**config.mk**
```make
export PLATFORM = sky130hd
export DESIGN_NAME = ins_fetch_top
export DESIGN_NICKNAME = d
export VERILOG_FILES = /design/src/design/ins_fetch_pkg.sv /design/src/design/ddr_rd_if.sv /design/src/design/ins_cache.sv /design/src/design/ins_cache_addr_calc.sv /design/src/design/ins_cache_ctrl.sv /design/src/design/ins_fetch_top.sv /design/src/design/pc_unit.sv
export SDC_FILE = /design/constraint.sdc
export NUM_CORES = 2
export LEC_CHECK = 0
export BUFFER_PORTS_ARGS = -buffer_cell sky130_fd_sc_hd__clkbuf_2
export CORE_ASPECT_RATIO = 1.25
export CORE_MARGIN = 8
export CORE_UTILIZATION = 35
export CTS_CLUSTER_DIAMETER = 100
export DETAILED_ROUTE_END_ITERATION = 10
export PLACE_DENSITY_LB_ADDON = 0.15
export SLEW_MARGIN = 20
export SYNTH_ARGS = -nofsm -noshare
export SYNTH_HDL_FRONTEND = slang
export SYNTH_SLANG_ARGS = --single-unit
```
**constraint.sdc**
```tcl
create_clock -name clk -period 5.3 [get_ports clk]
set_input_delay 0.53 -clock clk [delete_from_list [all_inputs] [get_ports clk]]
set_output_delay 0.53 -clock clk [all_outputs]
set_load 0.05 [all_outputs]
```
**src/design/ins_fetch_pkg.sv**
```systemverilog
`default_nettype none

package ins_fetch_pkg;

    // Instruction word fields
    localparam int OPCODE_WIDTH   = 4;
    localparam int ADDR_WIDTH_CAM = 8;
    localparam int OPRAND_2_WIDTH = 2;
    localparam int ADDR_WIDTH_MEM = 16;
    localparam int ISA_WIDTH      = OPCODE_WIDTH + ADDR_WIDTH_CAM
                                  + OPRAND_2_WIDTH + ADDR_WIDTH_MEM;

    // External memory side
    localparam int DDR_ADDR_WIDTH = 28;
    localparam int LEN_WIDTH      = 10;

    // Opcodes handled by the program counter
    localparam logic [OPCODE_WIDTH-1:0] OP_JUMP = 4'b0111;
    localparam logic [OPCODE_WIDTH-1:0] OP_HALT = 4'b1111;

    typedef struct packed {
        logic [OPCODE_WIDTH-1:0]   opcode;
        logic [ADDR_WIDTH_CAM-1:0] cam_addr;
        logic [OPRAND_2_WIDTH-1:0] oprand_2;
        logic [ADDR_WIDTH_MEM-1:0] mem_addr;
    } isa_fields_t;

    // Raw bits for storage and fields for decode
    typedef union packed {
        logic [ISA_WIDTH-1:0] raw;
        isa_fields_t          fields;
    } isa_word_t;

endpackage

`default_nettype wire

```
**src/design/ddr_rd_if.sv**
```systemverilog
`timescale 1ns/1ps
`default_nettype none

interface ddr_rd_if;

    logic                                     req;
    logic [ins_fetch_pkg::DDR_ADDR_WIDTH-1:0] addr;
    logic [ins_fetch_pkg::LEN_WIDTH-1:0]      len;
    logic [ins_fetch_pkg::ISA_WIDTH-1:0]      data;
    logic                                     data_valid;

    // Burst requester
    modport cache (
        output req, addr, len,
        input  data, data_valid
    );

    // Burst responder
    modport mem (
        input  req, addr, len,
        output data, data_valid
    );

endinterface

`default_nettype wire

```
**src/design/ins_cache.sv**
```systemverilog
`timescale 1ns/1ps
`default_nettype none

module ins_cache #(
    parameter int ISA_DEPTH       = 128,
    parameter int TOTAL_ISA_DEPTH = 128,
    parameter int ISA_BASE_ADDR   = 0
) (
    input  wire logic                                     clk,
    input  wire logic                                     rst,
    input  wire logic [ins_fetch_pkg::ADDR_WIDTH_MEM-1:0] addr_ins,
    input  wire logic                                     fetch,
    output ins_fetch_pkg::isa_word_t                      instruction,
    output logic                                          ins_valid,
    ddr_rd_if.cache                                       ddr
);

    localparam int OFF_W  = $clog2(ISA_DEPTH);
    localparam int ADDR_W = ins_fetch_pkg::ADDR_WIDTH_MEM;

    logic [ins_fetch_pkg::ISA_WIDTH-1:0] mem [ISA_DEPTH];

    logic [ADDR_W-1:0] addr_reg;
    logic [ADDR_W-1:0] addr_cur;
    logic [ADDR_W-1:0] block_base;
    logic [OFF_W-1:0]  rd_offset;
    logic [OFF_W-1:0]  fill_index;
    logic              hit;
    logic              fill_done;
    logic              load_start;
    logic              tag_load;
    logic              send;
    logic              busy;

    ins_cache_ctrl u_ctrl (
        .clk        (clk),
        .rst        (rst),
        .fetch      (fetch),
        .hit        (hit),
        .fill_done  (fill_done),
        .load_start (load_start),
        .tag_load   (tag_load),
        .send       (send),
        .busy       (busy),
        .ddr        (ddr)
    );

    ins_cache_addr_calc #(
        .ISA_DEPTH       (ISA_DEPTH),
        .TOTAL_ISA_DEPTH (TOTAL_ISA_DEPTH),
        .ISA_BASE_ADDR   (ISA_BASE_ADDR)
    ) u_addr_calc (
        .clk        (clk),
        .rst        (rst),
        .addr_ins   (addr_cur),
        .load_start (load_start),
        .tag_load   (tag_load),
        .data_valid (ddr.data_valid),
        .hit        (hit),
        .block_base (block_base),
        .burst_len  (ddr.len),
        .ddr_addr   (ddr.addr),
        .fill_index (fill_index),
        .fill_done  (fill_done)
    );

    // Live address in the fetch cycle and the held one while a miss is served
    assign addr_cur  = busy ? addr_reg : addr_ins;
    assign rd_offset = OFF_W'(addr_cur - block_base);

    always_ff @(posedge clk) begin
        if (fetch) begin
            addr_reg <= addr_ins;
        end
    end

    always_ff @(posedge clk) begin
        if (ddr.data_valid) begin
            mem[fill_index] <= ddr.data;
        end
    end

    always_ff @(posedge clk) begin
        if (send) begin
            instruction.raw <= mem[rd_offset];
        end
    end

    // Held until the next fetch takes it away
    always_ff @(posedge clk or negedge rst) begin
        if (!rst) begin
            ins_valid <= 1'b0;
        end else if (send) begin
            ins_valid <= 1'b1;
        end else if (fetch) begin
            ins_valid <= 1'b0;
        end
    end

endmodule

`default_nettype wire

```
**src/design/ins_cache_addr_calc.sv**
```systemverilog
`timescale 1ns/1ps
`default_nettype none

module ins_cache_addr_calc #(
    parameter int ISA_DEPTH       = 128,
    parameter int TOTAL_ISA_DEPTH = 128,
    parameter int ISA_BASE_ADDR   = 0
) (
    input  wire logic                                     clk,
    input  wire logic                                     rst,
    input  wire logic [ins_fetch_pkg::ADDR_WIDTH_MEM-1:0] addr_ins,
    input  wire logic                                     load_start,
    input  wire logic                                     tag_load,
    input  wire logic                                     data_valid,
    output logic                                          hit,
    output logic [ins_fetch_pkg::ADDR_WIDTH_MEM-1:0]      block_base,
    output logic [ins_fetch_pkg::LEN_WIDTH-1:0]           burst_len,
    output logic [ins_fetch_pkg::DDR_ADDR_WIDTH-1:0]      ddr_addr,
    output logic [$clog2(ISA_DEPTH)-1:0]                  fill_index,
    output logic                                          fill_done
);

    localparam int OFF_W  = $clog2(ISA_DEPTH);
    localparam int ADDR_W = ins_fetch_pkg::ADDR_WIDTH_MEM;
    localparam int LEN_W  = ins_fetch_pkg::LEN_WIDTH;
    localparam int DDR_W  = ins_fetch_pkg::DDR_ADDR_WIDTH;

    logic [ADDR_W-1:0] tag;
    logic              tag_valid;
    logic [ADDR_W:0]   remain;
    logic [LEN_W-1:0]  fill_cnt;

    assign block_base = {addr_ins[ADDR_W-1:OFF_W], {OFF_W{1'b0}}};
    assign hit        = tag_valid && (tag == block_base);

    // Last block is cut to the program end
    assign remain    = (ADDR_W + 1)'(TOTAL_ISA_DEPTH) - {1'b0, block_base};
    assign burst_len = (remain > ISA_DEPTH) ? LEN_W'(ISA_DEPTH) : LEN_W'(remain);
    assign ddr_addr  = DDR_W'(ISA_BASE_ADDR) + DDR_W'(block_base);

    assign fill_index = fill_cnt[OFF_W-1:0];
    assign fill_done  = data_valid && (fill_cnt == burst_len - 1'b1);

    // Block is invalid while it is being refilled
    always_ff @(posedge clk or negedge rst) begin
        if (!rst) begin
            tag       <= '0;
            tag_valid <= 1'b0;
        end else if (load_start) begin
            tag_valid <= 1'b0;
        end else if (tag_load) begin
            tag       <= block_base;
            tag_valid <= 1'b1;
        end
    end

    always_ff @(posedge clk or negedge rst) begin
        if (!rst) begin
            fill_cnt <= '0;
        end else if (load_start) begin
            fill_cnt <= '0;
        end else if (data_valid) begin
            fill_cnt <= fill_cnt + 1'b1;
        end
    end

endmodule

`default_nettype wire

```
**src/design/ins_cache_ctrl.sv**
```systemverilog
`timescale 1ns/1ps
`default_nettype none

module ins_cache_ctrl (
    input  wire logic clk,
    input  wire logic rst,
    input  wire logic fetch,
    input  wire logic hit,
    input  wire logic fill_done,
    output logic      load_start,
    output logic      tag_load,
    output logic      send,
    output logic      busy,
    ddr_rd_if.cache   ddr
);

    localparam logic [1:0] IDLE = 2'd0;
    localparam logic [1:0] LOAD = 2'd1;
    localparam logic [1:0] SEND = 2'd2;

    logic [1:0] state;
    logic [1:0] state_next;
    logic       start_q;
    logic       miss;

    assign miss = (state == IDLE) && fetch && !hit;

    always_comb begin
        state_next = state;
        case (state)
            IDLE: begin
                if (miss) begin
                    state_next = LOAD;
                end
            end
            LOAD: begin
                if (fill_done) begin
                    state_next = SEND;
                end
            end
            SEND: begin
                state_next = IDLE;
            end
            default: begin
                state_next = IDLE;
            end
        endcase
    end

    always_ff @(posedge clk or negedge rst) begin
        if (!rst) begin
            state <= IDLE;
        end else begin
            state <= state_next;
        end
    end

    // One-cycle burst request a cycle after the missing fetch
    always_ff @(posedge clk or negedge rst) begin
        if (!rst) begin
            start_q <= 1'b0;
        end else begin
            start_q <= miss;
        end
    end

    assign ddr.req    = start_q;
    assign load_start = start_q;

    // A hit is served straight from IDLE
    assign send     = ((state == IDLE) && fetch && hit) || (state == SEND);
    assign tag_load = state == SEND;
    assign busy     = state != IDLE;

endmodule

`default_nettype wire

```
**src/design/ins_fetch_top.sv**
```systemverilog
`timescale 1ns/1ps
`default_nettype none

module ins_fetch_top #(
    parameter int ISA_DEPTH       = 128,
    parameter int TOTAL_ISA_DEPTH = 128,
    parameter int ISA_BASE_ADDR   = 0
) (
    input  wire logic                                     clk,
    input  wire logic                                     rst,

    // Execution side
    input  wire logic                                     run,
    input  wire logic                                     ins_ready,
    output logic [ins_fetch_pkg::ISA_WIDTH-1:0]           instruction,
    output logic                                          ins_valid,
    output logic                                          halted,

    // External memory
    output logic                                          ddr_rd_req,
    output logic [ins_fetch_pkg::DDR_ADDR_WIDTH-1:0]      ddr_rd_addr,
    output logic [ins_fetch_pkg::LEN_WIDTH-1:0]           ddr_rd_len,
    input  wire logic [ins_fetch_pkg::ISA_WIDTH-1:0]      ddr_rd_data,
    input  wire logic                                     ddr_rd_valid
);

    ins_fetch_pkg::isa_word_t                 ins_word;
    logic [ins_fetch_pkg::ADDR_WIDTH_MEM-1:0] addr_ins;
    logic                                     fetch;

    ddr_rd_if ddr_bus ();

    pc_unit u_pc_unit (
        .clk         (clk),
        .rst         (rst),
        .run         (run),
        .ins_ready   (ins_ready),
        .instruction (ins_word),
        .ins_valid   (ins_valid),
        .addr_ins    (addr_ins),
        .fetch       (fetch),
        .halted      (halted)
    );

    ins_cache #(
        .ISA_DEPTH       (ISA_DEPTH),
        .TOTAL_ISA_DEPTH (TOTAL_ISA_DEPTH),
        .ISA_BASE_ADDR   (ISA_BASE_ADDR)
    ) u_ins_cache (
        .clk         (clk),
        .rst         (rst),
        .addr_ins    (addr_ins),
        .fetch       (fetch),
        .instruction (ins_word),
        .ins_valid   (ins_valid),
        .ddr         (ddr_bus.cache)
    );

    assign instruction = ins_word.raw;

    // Interface to plain memory ports
    assign ddr_rd_req         = ddr_bus.req;
    assign ddr_rd_addr        = ddr_bus.addr;
    assign ddr_rd_len         = ddr_bus.len;
    assign ddr_bus.data       = ddr_rd_data;
    assign ddr_bus.data_valid = ddr_rd_valid;

endmodule

`default_nettype wire

```
**src/design/pc_unit.sv**
```systemverilog
`timescale 1ns/1ps
`default_nettype none

module pc_unit (
    input  wire logic                                 clk,
    input  wire logic                                 rst,
    input  wire logic                                 run,
    input  wire logic                                 ins_ready,
    input  wire ins_fetch_pkg::isa_word_t             instruction,
    input  wire logic                                 ins_valid,
    output logic [ins_fetch_pkg::ADDR_WIDTH_MEM-1:0]  addr_ins,
    output logic                                      fetch,
    output logic                                      halted
);

    logic [ins_fetch_pkg::ADDR_WIDTH_MEM-1:0] pc;
    logic                                     running;
    logic                                     take;
    logic                                     is_jump;
    logic                                     is_halt;

    // ins_valid still shows the old word during the fetch cycle
    assign take    = running && ins_valid && ins_ready && !fetch;
    assign is_jump = instruction.fields.opcode == ins_fetch_pkg::OP_JUMP;
    assign is_halt = instruction.fields.opcode == ins_fetch_pkg::OP_HALT;

    assign addr_ins = pc;

    always_ff @(posedge clk or negedge rst) begin
        if (!rst) begin
            pc      <= '0;
            running <= 1'b0;
            fetch   <= 1'b0;
            halted  <= 1'b0;
        end else begin
            fetch <= 1'b0;
            if (!running && !halted && run) begin
                // First fetch is at address 0
                running <= 1'b1;
                fetch   <= 1'b1;
            end else if (take) begin
                if (is_halt) begin
                    running <= 1'b0;
                    halted  <= 1'b1;
                end else begin
                    fetch <= 1'b1;
                    if (is_jump) begin
                        pc <= instruction.fields.mem_addr;
                    end else begin
                        pc <= pc + 1'b1;
                    end
                end
            end
        end
    end

endmodule

`default_nettype wire

```
==> metrics.yaml <==
status: "completed"
synth_area_leaders: "edfxtp_1 77%, nand2_1 5.4%, mux4_2 3.4%"
rsz0062_at_grt: "false"
placed_cell_area_mm2: 0.163
p_sw_share_pct: 39.5
dp_hpwl_um: 330000
cpLargestDelayFamily: "simple AND/OR/NAND/NOR gates"
hp-class: "input port to register"
rr_worst_depth: 10
ioPinCount: 106
final_area_mm2: 0.176
cts.clk_slew.worst_paths_ns: 0.06
cts_htree_levels: 5
r2r_start: "u_ins_cache.u_ctrl.state[0]"
critPathCaptureType: "register"
core-area_mm2: 0.435
grt_max_degree: 129
relSlewSlack_pct: 13.1
ant_nets: 0
synth_warnings: 0
port_buffers: 77
ys_seq_elements: 3929
drive_gt1_share_pct: 15.2
grt_pass1_wl_um: 735000
drt_iter0_drc: 10686
dr_total_vias: 91633
hold_end: "u_ins_cache.mem[41][22]"
slew_violations: 0
ys_types: 74
post_cts_resized: 0
cts_root_buffer: "clkbuf_16"
switchingPower_mw: 40.9
cp_max_fo: 29
intPower_mw: 62.6
period_needed_ns: 5.26
largest_reg_flops: 3840
ys.flop_type: "edfxtp_1"
gp_congestion: 0.884
drt_first_pass_iters: 6
path_buf_inv: 3
hold_start: "ddr_rd_data[22]"
track_usage_pct: 22.7
wl_met1_um: 211000
synth_edf_count: 3886
crit_required_ns: 6.02
maxCapViolations: 0
final_nets: 10275
nFillCells: 39498
start_util_pct: 35.1
power.leakage_nw: 57.3
power_mw: 104
slowest_stage: "nor3_1"
p_clk_share_pct: 27.2
max_stage_delay_ns: 0.92
top_regs: "u_ins_cache.mem: 3840 flops, u_ins_cache.instruction: 30 flops"
dieWidth_um: 606
numCtsBuffers: 396
die_y_um: 754
critPathLaunchType: "register"
crit_chain: "o21ai_0, and2_4, buf_12, buf_4, mux4_2, a22oi_1, nand4_1, nor3_1, buf_4, o211ai_1"
met3WireLength_um: 33400
syn_area_mm2: 0.152
async_flop_share_pct: 1.09
post-route-period-util_pct: 99.2
syn2layout_area_growth_pct: 15.6
cts_tree: "yes"
synth_top_area_cell: "edfxtp_1"
overflow: 0
synthCells: 9840
drc_errors: 0
clock_sinks: 3929
power_frac_seq_pct: 34.7
cts_buffer_depth: 4
yosysMostFrequentCell: "edfxtp_1"
powerDensity_mw_per_mm2: 587
yosysTopAreaCellShare_pct: 76.5
yosys-top-cells-count: "3886 x edfxtp_1, 2176 x nand2_1, 748 x nand3_1, 340 x a21oi_1, 293 x buf_2"
regMostFlops: "u_ins_cache.mem"
peakVddDrop_uv: 467
worst_pin_slew_ns: 1.30
dieArea_mm2: 0.457
routed_via_density: 5.61
holdWs_ns: 0.0159
rows: 271
clock.fmax_ghz: 0.190
post_cts_buffers: 0
avgSynthCellArea_um2: 15.5
routedWlPerCell_um: 32.9
rrSetupSlack_ns: 0.04
finalSetupTns_ns: 0
rr_endpoint: "u_ins_cache.instruction[10]"
top_layer: "met5"
synth_seq_area_share_pct: 77.2
hold_violations: 0
hold_depth: 1
grt_pass1_vias: 89347
fin_worst_skew_ns: 0.0728
timing_worst_setup_path_type: "register to register"
path_common_cell: "buf_4"
combPwrFrac_pct: 38.1
setup_viol: 0
met2_length_um: 262000
antenna_found_initial: 39
cp.arrival_ns: 5.98
wl_um: 537000
clk_latency_ns: 1.01
-- metal layers --
metal,global-route usage (%),vias to the layer above
met5,0,-
met4,10.9,2
met3,2.82,813
met2,38.2,3737
met1,29.2,48356
li1,-,38725
-- final cells by class --
| type | instances | area [um2] | area share, % |
|---|---|---|---|
| sequential | 3929 | 118000 | 66.8 |
| multi-input combinational | 5285 | 32900 | 18.7 |
| clock buffer | 481 | 10500 | 5.93 |
| tap | 5733 | 7170 | 4.07 |
| timing repair buffer | 614 | 5570 | 3.16 |
| clock inverter | 253 | 2380 | 1.35 |
| inverter | 11 | 41.3 | 0.0234 |
| antenna | 16 | 40.0 | 0.0227 |
-- repair_timing --
| item | in CTS | in global routing |
|---|---|---|
| hold buffers | 11 | 0 |
| hold endpoints to repair | 157 | 0 |
| setup endpoints to repair | 0 | 1 |
-- how the worst max path moves through the flow --
stage	start	to	slack, ns	cells after the start
after floorplan	u_ins_cache.u_ctrl.state[0]	u_ins_cache.instruction[0]	1.36	9
after global placement	u_ins_cache.u_ctrl.state[0]	u_ins_cache.instruction[15]	-0.09	12
after detailed placement	u_ins_cache.u_ctrl.state[0]	u_ins_cache.instruction[24]	0.07	12
after CTS	u_ins_cache.u_ctrl.state[0]	u_ins_cache.instruction[24]	0.03	12
after global routing	u_ins_cache.u_ctrl.state[0]	u_ins_cache.instruction[10]	0.06	10
final	u_ins_cache.u_ctrl.state[0]	u_ins_cache.instruction[10]	0.04	10
-- per-stage QoR --
step	setup slack (ns)	cells	utilization (%)
finish	0.0418	16322	40.6
global route	0.0591	16308	40.6
CTS	0.0257	16303	40.5
detailed placement	0.0721	15558	37.6
global placement	-0.0940	15548	37.5
floorplan	1.36	9867	-
-- worst register-to-register path, delay by kind of cell (launching register included) --
| kind | cells | cell delay [ns] |
|---|---|---|
| DFF | 1 | 0.38 |
| muxes | 1 | 0.53 |
| buffers and inverters | 3 | 0.96 |
| and+or+nand+nor | 3 | 2.03 |
| AOI/OAI and AO/OA | 3 | 1.09 |
-- cells in the final DEF, fill, tap and decap left out, types with 128 or more instances in the layout --
| cell type | count |
|---|---|
| nand3_1 | 744 |
| edfxtp_1 | 3886 |
| nor2_4 | 128 |
| nand4_1 | 149 |
| clkbuf_16 | 405 |
| a21oi_1 | 340 |
| a31oi_1 | 228 |
| mux4_2 | 233 |
| a22oi_1 | 146 |
| buf_4 | 473 |
| nand2_1 | 2170 |
| a32oi_1 | 167 |
| mux2i_1 | 266 |
-- power by group through the flow --
stage               Combinational [mW]  Clock [mW]  Sequential (mW)
global placement                  39.4           0             36.6
floorplan                         20.8           0             36.5
detailed placement                39.4           0             36.6
finish                            39.4        28.2             35.9
CTS                               39.5        28.7             35.9
global route                      41.3        29.7             35.9
-- kinds of logic (layout without fill, tap and decap cells) --
family / count (synthesis) / in the layout / synth area share, %
buffers and inverters: 654 / 1359 / 2.09
multiplexers: 519 / 519 / 5.35
XOR/XNOR: 18 / 18 / 0.103
adder cells (fa/ha/maj): 3 / 3 / 0.0246
other: 1 / 44 / 0.00246
flip-flops: 3929 / 3929 / 77.2
AO/OA/AOI/OAI: 1249 / 1249 / 5.51
AND/OR/NAND/NOR: 3467 / 3468 / 9.69
No activity file was read; power rests on OpenSTA's default activity.
